## src/rtl/rvfi_cfg.svh

```systemverilog
// Widths and register map of the tracer; the table depth is two to the power of the id width.
`ifndef RVFI_CFG_SVH
`define RVFI_CFG_SVH

// Data and address width of the traced core.
`define RVFI_XLEN 32

// Width of the scoreboard transaction id.
`define RVFI_TRANS_ID_BITS 3

// Addresses of the trace configuration registers.
`define RVFI_REG_CTRL      2'd0
`define RVFI_REG_PRIV_MASK 2'd1
`define RVFI_REG_RETIRED   2'd2

`endif

```

## src/rtl/rvfi_pkg.sv

```systemverilog
// Types for a single-commit in-order core; widths come from rvfi_cfg.svh.
`include "rvfi_cfg.svh"

package rvfi_pkg;

    typedef logic [`RVFI_XLEN-1:0]          xlen_t;     // Data or address word.
    typedef logic [31:0]                    insn_t;     // Full instruction word.
    typedef logic [`RVFI_TRANS_ID_BITS-1:0] trans_id_t;
    typedef logic [4:0]                     reg_addr_t; // Architectural register number.

    // Privilege levels as encoded by the core.
    typedef enum logic [1:0] {
        PRIV_U = 2'd0,
        PRIV_S = 2'd1,
        PRIV_M = 2'd3
    } priv_lvl_t;

    // Bit 0 enables U, bit 1 enables S and bit 2 enables M.
    typedef logic [2:0] priv_mask_t;

    // Addresses of the trace configuration registers.
    typedef enum logic [1:0] {
        REG_CTRL      = `RVFI_REG_CTRL,
        REG_PRIV_MASK = `RVFI_REG_PRIV_MASK,
        REG_RETIRED   = `RVFI_REG_RETIRED
    } trace_reg_e;

    // What the core presents on its commit port.
    typedef struct packed {
        trans_id_t trans_id;
        xlen_t     pc;
        reg_addr_t rd;
        xlen_t     result;
        logic      is_mem;
        xlen_t     mem_addr;
    } commit_instr_t;

    // Probe bundle handed from the probe block to the retire stage.
    typedef struct packed {
        logic      commit_valid;
        trans_id_t trans_id;
        insn_t     insn;
        logic      insn_valid;   // Table entry was issued and not flushed.
        logic      is_compressed;
        xlen_t     pc;
        reg_addr_t rd;
        xlen_t     result;
        logic      is_mem;
        xlen_t     mem_addr;
        logic      ex_valid;
        priv_lvl_t priv_lvl;
    } rvfi_probes_t;

    // One retirement record per committed instruction.
    typedef struct packed {
        logic        valid;
        logic [63:0] order;
        insn_t       insn;
        logic        trap;
        priv_lvl_t   mode;
        reg_addr_t   rd_addr;
        xlen_t       rd_wdata;
        xlen_t       pc_rdata;
        xlen_t       mem_addr;
    } rvfi_instr_t;

endpackage

```

## src/rtl/rvfi_probes.sv

```systemverilog
// One issue and one commit per cycle at most; an entry issued at edge N is seen by commits from N+1.
module rvfi_probes
    import rvfi_pkg::*;
(
    input  logic          clk_i,
    input  logic          rst_n_i,
    input  logic          flush_i,
    input  logic          issue_valid_i,
    input  logic          issue_compressed_i,
    input  trans_id_t     issue_pointer_i,
    input  insn_t         issue_insn_i,
    input  logic          commit_ack_i,
    input  commit_instr_t commit_instr_i,
    input  logic          ex_valid_i,
    input  priv_lvl_t     priv_lvl_i,
    output rvfi_probes_t  probes_o
);

    // One table entry per transaction id.
    localparam int unsigned tbl_depth = 2 ** $bits(trans_id_t);

    insn_t                tbl_insn_q [tbl_depth];
    logic [tbl_depth-1:0] tbl_compressed_q;
    logic [tbl_depth-1:0] tbl_valid_q;

    rvfi_probes_t probe_d;
    rvfi_probes_t probe_q;

    // The instruction word and its compressed flag are captured at issue.
    always_ff @(posedge clk_i) begin
        if (issue_valid_i) begin
            tbl_insn_q[issue_pointer_i]       <= issue_insn_i;
            tbl_compressed_q[issue_pointer_i] <= issue_compressed_i;
        end
    end

    // A flush drops every entry, but an issue in the same cycle still lands.
    always_ff @(posedge clk_i) begin
        if (!rst_n_i) begin
            tbl_valid_q <= '0;
        end else begin
            if (flush_i) begin
                tbl_valid_q <= '0;
            end
            if (issue_valid_i) begin
                tbl_valid_q[issue_pointer_i] <= 1'b1; // Later assignment wins over the flush.
            end
        end
    end

    // Gather the commit-side signals and the matching table entry into one bundle.
    always_comb begin
        probe_d = '0; // Anything not listed below stays zero.

        probe_d.commit_valid  = commit_ack_i;
        probe_d.trans_id      = commit_instr_i.trans_id;

        // Lookup by the id of the committing instruction.
        probe_d.insn          = tbl_insn_q[commit_instr_i.trans_id];
        probe_d.insn_valid    = tbl_valid_q[commit_instr_i.trans_id];
        probe_d.is_compressed = tbl_compressed_q[commit_instr_i.trans_id];

        probe_d.pc            = commit_instr_i.pc;
        probe_d.rd            = commit_instr_i.rd;
        probe_d.result        = commit_instr_i.result;
        probe_d.is_mem        = commit_instr_i.is_mem;
        probe_d.mem_addr      = commit_instr_i.mem_addr;

        probe_d.ex_valid      = ex_valid_i;
        probe_d.priv_lvl      = priv_lvl_i;
    end

    // Registering the bundle makes commit_valid a clean one-cycle pulse.
    always_ff @(posedge clk_i) begin
        if (!rst_n_i) begin
            probe_q <= '0;
        end else begin
            probe_q <= probe_d;
        end
    end

    assign probes_o = probe_q;

endmodule

```

## src/rtl/rvfi_retire.sv

```systemverilog
// Records leave as a one-cycle valid pulse with no back-pressure; the 64-bit order never wraps.
module rvfi_retire
    import rvfi_pkg::*;
(
    input  logic         clk_i,
    input  logic         rst_n_i,
    input  rvfi_probes_t probes_i,
    input  logic         trace_en_i,
    input  priv_mask_t   priv_mask_i,
    output rvfi_instr_t  rvfi_o,
    output xlen_t        retired_cnt_o
);

    logic        mask_hit;
    logic        fire;
    logic [63:0] order_q;
    rvfi_instr_t rec_d;
    rvfi_instr_t rec_q;

    // Select the filter bit that belongs to the privilege level of this commit.
    always_comb begin
        case (probes_i.priv_lvl)
            PRIV_U:  mask_hit = priv_mask_i[0];
            PRIV_S:  mask_hit = priv_mask_i[1];
            PRIV_M:  mask_hit = priv_mask_i[2];
            default: mask_hit = 1'b0; // Reserved level is never traced.
        endcase
    end

    // A record goes out only for a known instruction that passes both filters.
    assign fire = probes_i.commit_valid & probes_i.insn_valid & trace_en_i & mask_hit;

    always_comb begin
        rec_d = '0;

        rec_d.valid    = fire;
        rec_d.order    = order_q;
        rec_d.trap     = probes_i.ex_valid;
        rec_d.mode     = probes_i.priv_lvl;
        rec_d.pc_rdata = probes_i.pc;

        // A compressed instruction keeps only its low half, as RVFI expects.
        if (probes_i.is_compressed) begin
            rec_d.insn = {16'b0, probes_i.insn[15:0]};
        end else begin
            rec_d.insn = probes_i.insn;
        end

        // A trapped instruction writes no register.
        if (!probes_i.ex_valid) begin
            rec_d.rd_addr = probes_i.rd;
            if (probes_i.rd != '0) begin
                rec_d.rd_wdata = probes_i.result; // Writes to x0 are reported as zero.
            end
        end

        if (probes_i.is_mem) begin
            rec_d.mem_addr = probes_i.mem_addr;
        end
    end

    // Only the valid flag and the order field of the record are cleared by reset.
    always_ff @(posedge clk_i) begin
        if (!rst_n_i) begin
            rec_q.valid <= 1'b0;
            rec_q.order <= '0;
        end else begin
            rec_q <= rec_d;
        end
    end

    // The order counter moves only when a record is actually emitted.
    always_ff @(posedge clk_i) begin
        if (!rst_n_i) begin
            order_q <= '0;
        end else if (fire) begin
            order_q <= order_q + 64'd1;
        end
    end

    assign rvfi_o        = rec_q;
    assign retired_cnt_o = xlen_t'(order_q); // Low word of the counter.

endmodule

```

## src/rtl/rvfi_trace_regs.sv

```systemverilog
// Three registers at word index 0 to 2; reads are combinational and unmapped addresses read zero.
module rvfi_trace_regs
    import rvfi_pkg::*;
(
    input  logic       clk_i,
    input  logic       rst_n_i,
    input  logic       reg_we_i,
    input  logic [1:0] reg_addr_i,
    input  xlen_t      reg_wdata_i,
    input  xlen_t      retired_cnt_i,
    output xlen_t      reg_rdata_o,
    output logic       trace_en_o,
    output priv_mask_t priv_mask_o
);

    trace_reg_e reg_sel;
    logic       trace_en_q;
    priv_mask_t priv_mask_q;

    assign reg_sel = trace_reg_e'(reg_addr_i);

    // Write port.
    always_ff @(posedge clk_i) begin
        if (!rst_n_i) begin
            trace_en_q  <= 1'b0;
            priv_mask_q <= '0;
        end else if (reg_we_i) begin
            case (reg_sel)
                REG_CTRL:      trace_en_q  <= reg_wdata_i[0];
                REG_PRIV_MASK: priv_mask_q <= reg_wdata_i[2:0];
                REG_RETIRED:   ; // Read-only counter.
                default:       ;
            endcase
        end
    end

    // Read port.
    always_comb begin
        reg_rdata_o = '0;
        case (reg_sel)
            REG_CTRL:      reg_rdata_o[0]   = trace_en_q;
            REG_PRIV_MASK: reg_rdata_o[2:0] = priv_mask_q;
            REG_RETIRED:   reg_rdata_o      = retired_cnt_i;
            default:       reg_rdata_o      = '0;
        endcase
    end

    assign trace_en_o  = trace_en_q;
    assign priv_mask_o = priv_mask_q;

endmodule

```

## src/rtl/rvfi_tracer.sv

```systemverilog
// Fixed two-cycle latency from commit to record; the core must drive all commit inputs in one cycle.
module rvfi_tracer
    import rvfi_pkg::*;
(
    input  logic          clk_i,
    input  logic          rst_n_i,
    input  logic          flush_i,
    input  logic          issue_valid_i,
    input  trans_id_t     issue_pointer_i,
    input  insn_t         issue_insn_i,
    input  logic          issue_compressed_i,
    input  logic          commit_ack_i,
    input  commit_instr_t commit_instr_i,
    input  logic          ex_valid_i,
    input  priv_lvl_t     priv_lvl_i,
    input  logic          reg_we_i,
    input  logic [1:0]    reg_addr_i,
    input  xlen_t         reg_wdata_i,
    output xlen_t         reg_rdata_o,
    output rvfi_instr_t   rvfi_o
);

    rvfi_probes_t probes;
    logic         trace_en;
    priv_mask_t   priv_mask;
    xlen_t        retired_cnt;

    rvfi_probes u_probes (
        .clk_i             (clk_i),
        .rst_n_i           (rst_n_i),
        .flush_i           (flush_i),
        .issue_valid_i     (issue_valid_i),
        .issue_compressed_i(issue_compressed_i),
        .issue_pointer_i   (issue_pointer_i),
        .issue_insn_i      (issue_insn_i),
        .commit_ack_i      (commit_ack_i),
        .commit_instr_i    (commit_instr_i),
        .ex_valid_i        (ex_valid_i),
        .priv_lvl_i        (priv_lvl_i),
        .probes_o          (probes)
    );

    rvfi_retire u_retire (
        .clk_i        (clk_i),
        .rst_n_i      (rst_n_i),
        .probes_i     (probes),
        .trace_en_i   (trace_en),
        .priv_mask_i  (priv_mask),
        .rvfi_o       (rvfi_o),
        .retired_cnt_o(retired_cnt)
    );

    // Configuration registers steer the retire stage and read back its count.
    rvfi_trace_regs u_regs (
        .clk_i        (clk_i),
        .rst_n_i      (rst_n_i),
        .reg_we_i     (reg_we_i),
        .reg_addr_i   (reg_addr_i),
        .reg_wdata_i  (reg_wdata_i),
        .retired_cnt_i(retired_cnt),
        .reg_rdata_o  (reg_rdata_o),
        .trace_en_o   (trace_en),
        .priv_mask_o  (priv_mask)
    );

endmodule

```

## config.mk

```make
export PLATFORM = sky130hd
export DESIGN_NAME = rvfi_tracer
export DESIGN_NICKNAME = d
export VERILOG_FILES = /design/src/rtl/rvfi_pkg.sv /design/src/rtl/rvfi_probes.sv /design/src/rtl/rvfi_retire.sv /design/src/rtl/rvfi_trace_regs.sv /design/src/rtl/rvfi_tracer.sv
export VERILOG_INCLUDE_DIRS = /design/src /design/src/rtl
export SDC_FILE = /design/constraint.sdc
export NUM_CORES = 1
export LEC_CHECK = 0
export ABC_CLOCK_PERIOD_IN_PS = 3150
export BUFFER_PORTS_ARGS = -buffer_cell sky130_fd_sc_hd__buf_2
export CAP_MARGIN = 20
export CORE_AREA = 4 4 227 229
export DETAILED_ROUTE_END_ITERATION = 10
export DIE_AREA = 0 0 231 233
export PLACE_DENSITY = 0.82
export SETUP_SLACK_MARGIN = 0.1
export SLEW_MARGIN = 20
export SYNTH_ARGS = -nofsm -noshare
export SYNTH_HDL_FRONTEND = slang
export SYNTH_HIERARCHICAL = 1
export SYNTH_SLANG_ARGS = --single-unit
```

## constraint.sdc

```tcl
create_clock -name clk_i -period 3.15 [get_ports clk_i]
set_input_delay 0.1575 -clock clk_i [delete_from_list [all_inputs] [get_ports clk_i]]
set_output_delay 0.1575 -clock clk_i [all_outputs]
set_load 0.02 [all_outputs]
```

# After elaboration in Yosys (flattened, before gate mapping)
# Memories as Yosys holds them, arrays and structs flattened. A register that Yosys moved wholly into a read port is not among the register bits.
# Cells that the tools add are included.
# W data, S select, Z words.
[totals]
ram_bits = 256
elab_cells = 63
inputBits = 184
ff_bits = 393
mem_count = 1
[memory_table]
columns = ["name", "words", "word_bits", "read_ports", "rd_clocked_by_memory_dff", "wr", "line", "source"]
rows = [
  ["u_probes.tbl_insn_q", 8, 32, 1, 1, 1, "rvfi_probes.sv:22", "insn_t tbl_insn_q [tbl_depth];"],
]
[classes]
n_reduce_logical = 8
order_cmp = 3
bitwise_logic = 5
muxes = 16
add_sub_neg = 1
eq_ne = 4
[ops]
columns = ["cell", "n"]
rows = [
  ["$add A64 B1 Y64 const B", 1],
  ["$mux W29", 1],
  ["$mux W8", 3],
  ["$bwmux W8", 1],
  ["$lt A3 B4 Y1 const B", 2],
  ["$or A8 B8 Y8", 1],
  ["$bmux W1 S3", 2],
  ["$pmux W1 S3", 2],
  ["$mux W1", 5],
  ["$reduce_bool A5 Y1", 1],
  ["$eq A2 B1 Y1 const B", 2],
  ["$eq A2 B2 Y1 const B", 2],
  ["$logic_not A2 Y1", 2],
  ["$pmux W2 S2", 1],
  ["$reduce_and A2 Y1", 2],
  ["$and A1 B1 Y1", 3],
  ["$demux W1 S3", 1],
  ["$ge A3 B1 Y1 const B", 1],
  ["$reduce_or A2 Y1", 1],
  ["$logic_and A1 B1 Y1", 1],
  ["$logic_not A1 Y1", 1],
  ["$not A1 Y1", 1],
]

# Depth between registers and ports, before layout
[logic_depth]
depth_word = 6
depth_mapped = 7
depth_no_buf = 6

# Cells and area by module
# The synthesis kept the hierarchy.
[modules_own_cells]
columns = ["mod", "instances", "cells_per_inst", "seq_area_each_um2", "area_each_um2"]
rows = [
  ["rvfi_probes", 1, 800, 10950.5, 14086.0],
  ["rvfi_retire", 1, 787, 6666.4, 9851.9],
  ["rvfi_trace_regs", 1, 63, 80.1, 486.7],
]

# Worst setup path before layout
# OpenSTA, ideal clock, no wires.
[synth_timing]
path_type = "input-to-reg"
from = "input issue_pointer_i[2]"
to = "register u_probes.tbl_compressed_q[0], enable pin"
slack_ns = 0.024
setup_ns = 0.467
t_arrival_ns = 2.659
required_ns = 2.683
cell_stages = 2
cell_sequence = "nand2b_1 nor3_1"
[synth_rtl]
columns = ["element", "line", "source"]
rows = [
  ["from (decl)", "rvfi_tracer.sv:9", "input trans_id_t issue_pointer_i,"],
  ["to (signal, indexed assignment)", "rvfi_probes.sv:33", "tbl_compressed_q[issue_pointer_i] <= issue_compressed_i;"],
  ["to (decl)", "rvfi_probes.sv:23", "logic [tbl_depth-1:0] tbl_compressed_q;"],
]

# Worst setup path after layout
[layout_timing]
from = "register u_retire.order_q[7]"
to = "register u_retire.order_q[31]"
[layout_via]
elab_chain_cells = 1
[layout_rtl]
columns = ["element", "line", "source"]
rows = [
  ["from (decl)", "rvfi_retire.sv:16", "logic [63:0] order_q;"],
  ["from (signal assigned)", "rvfi_retire.sv:77", "order_q <= order_q + 64'd1;"],
  ["$add A64 B1 Y64", "rvfi_retire.sv:77", ""],
]
# No other way between the ends.
# A chain may end at the register's enable or synchronous reset.

==> metrics <==
average cell area after synthesis=14.81 sq um; Power, Total=slightly below 20 mW; Worst Path Required=3670 ps; layout cells sized above 1=0.2889; total negative setup slack=0 ps; TritonCTS clock tree=built; I/O Buffers=between 300 and 400; Layout Nets=2359; first-pass GRT wire length=92.89 mm; Clock Path Buffers=3; Iter 0 DRT Violations=1273; initial antenna violation count=6; Int Power=15.15 mW; Sw Share=0.2169; largest net degree at the start of global routing=251; R2R cell count=5; max cap viols=0; Cells on Worst Hold Path=2; via/cell ratio=5.392; detailed placement HPWL=~35 mm; Worst setup EP type=register; Antenna Violating Nets Remaining=0; post-DR wirelength/cell=21.04 um; Vias=15640; # IOs=417; Vert. Die Dim=233 um; drt drc=0; Critical Path Start Type=register; Period minus WS final=2481 ps; max frequency=403.1 MHz; Flop pwr share=0.511; Final Max Slew Viols=0; Remaining Overflow, GRT=0; First-pass DRT Iterations=5; period utilisation layout=0.7875; synthesized area=0.02435 sq mm; Worst Hold Class=input pin to register; Post-Syn Nets=1833; clock skew=23.10 ps; Switch Pwr=4.197 mW; Crit Path Category=register to register; Sink Count=between 600 and 700; DIE WIDTH=231 um; num rows=82; Final Hold Viols=0; Clock transition at path regs=around 60 ps; later-pin clock latency in the skew report=610 ps; root buffer cell=clkbuf_16; Warnings, synthesis=6; Critical Path AT=3000 ps; vias in the first global route=16030; Routability Congestion=0.8486; RSZ-0062 raised after global routing=false; post-synthesis cell count=between 1500 and 2000; # setup viols final=0; max_slew headroom=0.3046; combinational share of power=0.058; CTS buffer count=approximately 70; CTS resizes=0; Peak VDD IR=0.5437 mV; P&R area growth vs syn=26.24%; Core Area=0.04966 sq mm; Routed WL=61.05 mm; initial core utilization=0.4903; H-Tree Depth=3; Clock power frac=0.432; run status=complete, no violations; Worst-Margin Slew=between 1000 and 1500 ps; P_leak=around 12 nW; Power per Cell Area=629.6 mW/mm^2; GRT Total Usage=0.2211; Die Area=0.05382 sq mm; Crit Path Max Fanout=14
area by class of cell:
type / instances / area [sq um]
Clock inverter: 30 / 414.1
Sequential cell: 681 / 17640
Fill cell: 3470 / 18920
Antenna cell: 3 / 7.507
Inverter: 9 / 33.78
Multi-Input combinational cell: 839 / 6112
Timing Repair Buffer: 571 / 3769
Tap cell: 672 / 840.8
Clock buffer: 96 / 1919
critical path: stages, from the launching register on:
cell     delay, ps
dfxtp_1        450
nand4_1        310
or3_4          520
or3_4          440
or4_1          510
a21oi_1        180
final timing paths:
path | startpoint | endpoint | slack, ps
worst max-delay path | u_retire/order_q[7] | u_retire/order_q[31] | 670
worst min-delay path | issue_pointer_i[0] | u_probes/tbl_insn_q[0][31] | 30
worst max register to register | u_retire/order_q[7] | u_retire/order_q[31] | 670
worst min register to register | u_probes/probes_o[122] | u_retire/rvfi_o[119] | 390
placed cells by master, fill, tap and decap left out, types with 6 or more instances in the layout:
master / count
edfxtp_1: 400
or3_1: 15
clkinv_2: 7
and3_1: 11
nor2b_1: 32
a21oi_1: 57
buf_4: 26
nand2_1: 28
nand4_1: 24
and2_1: 253
buf_2: 385
bufinv_16: 7
mux4_1: 6
nand3_1: 26
and4_1: 9
clkbuf_1: 19
mux4_2: 28
o21a_1: 9
clkbuf_8: 7
clkbuf_16: 70
nor2_4: 6
xor2_1: 8
nor2_1: 56
dlygate4sd3_1: 155
o31ai_1: 37
mux2_2: 68
dfxtp_1: 281
and2_2: 9
o22ai_1: 34
o21ai_0: 44
inv_1: 8
or4_1: 37
timing repair:
action,in CTS,in global routing
buffers inserted,0,0
hold endpoints to repair,411,0
hold buffers,155,0
metal layers:
| metal | vias up | wire length (um) | track usage |
|---|---|---|---|
| met5 | - | 32 | 0 |
| met4 | 6 | 1769 | 0.08871 |
| met3 | 131 | 4817 | 0.05228 |
| met2 | 761 | 30880 | 0.3771 |
| met1 | 7686 | 23550 | 0.2734 |
| li1 | 7059 | - | - |
metrics by stage:
| stage | hold slack, ps | area (sq um) | std cells | utilization | worst slack, ps |
|---|---|---|---|---|---|
| CTS | 1.763 | 30730 | 2898 | 0.6188 | 698.8 |
| detailed placement | 366.0 | 26840 | 2617 | 0.5405 | 724.6 |
| finish | 34.18 | 30730 | 2901 | 0.6189 | 669.5 |
| global route | 27.73 | 30730 | 2901 | 0.6189 | 566.3 |
| global placement | 365.3 | 26840 | 2617 | 0.5405 | 884.3 |
| floorplan | 256.4 | 24350 | 1644 | - | 115.4 |
sequential cells by signal, indices dropped and copies added (netlist names):
signal / cells
u_probes/tbl_insn_q: 256
u_probes/tbl_valid_q: 8
u_probes/probes_o: 140
u_retire/rvfi_o: 201
u_probes/tbl_compressed_q: 8
u_regs/trace_en_o: 1
u_retire/order_q: 64
u_regs/priv_mask_o: 3
power groups by stage:
stage / Clock, mW / Combinational, mW / Sequential (mW)
after floorplan: 0 / 0.393 / 10.1
after global placement: 0 / 0.900 / 10.0
after detailed placement: 0 / 0.927 / 10.1
after CTS: 8.45 / 1.10 / 9.88
after global routing: 8.91 / 1.19 / 9.90
final: 8.35 / 1.11 / 9.88
Note: power is estimated with default switching activity, not from simulation.
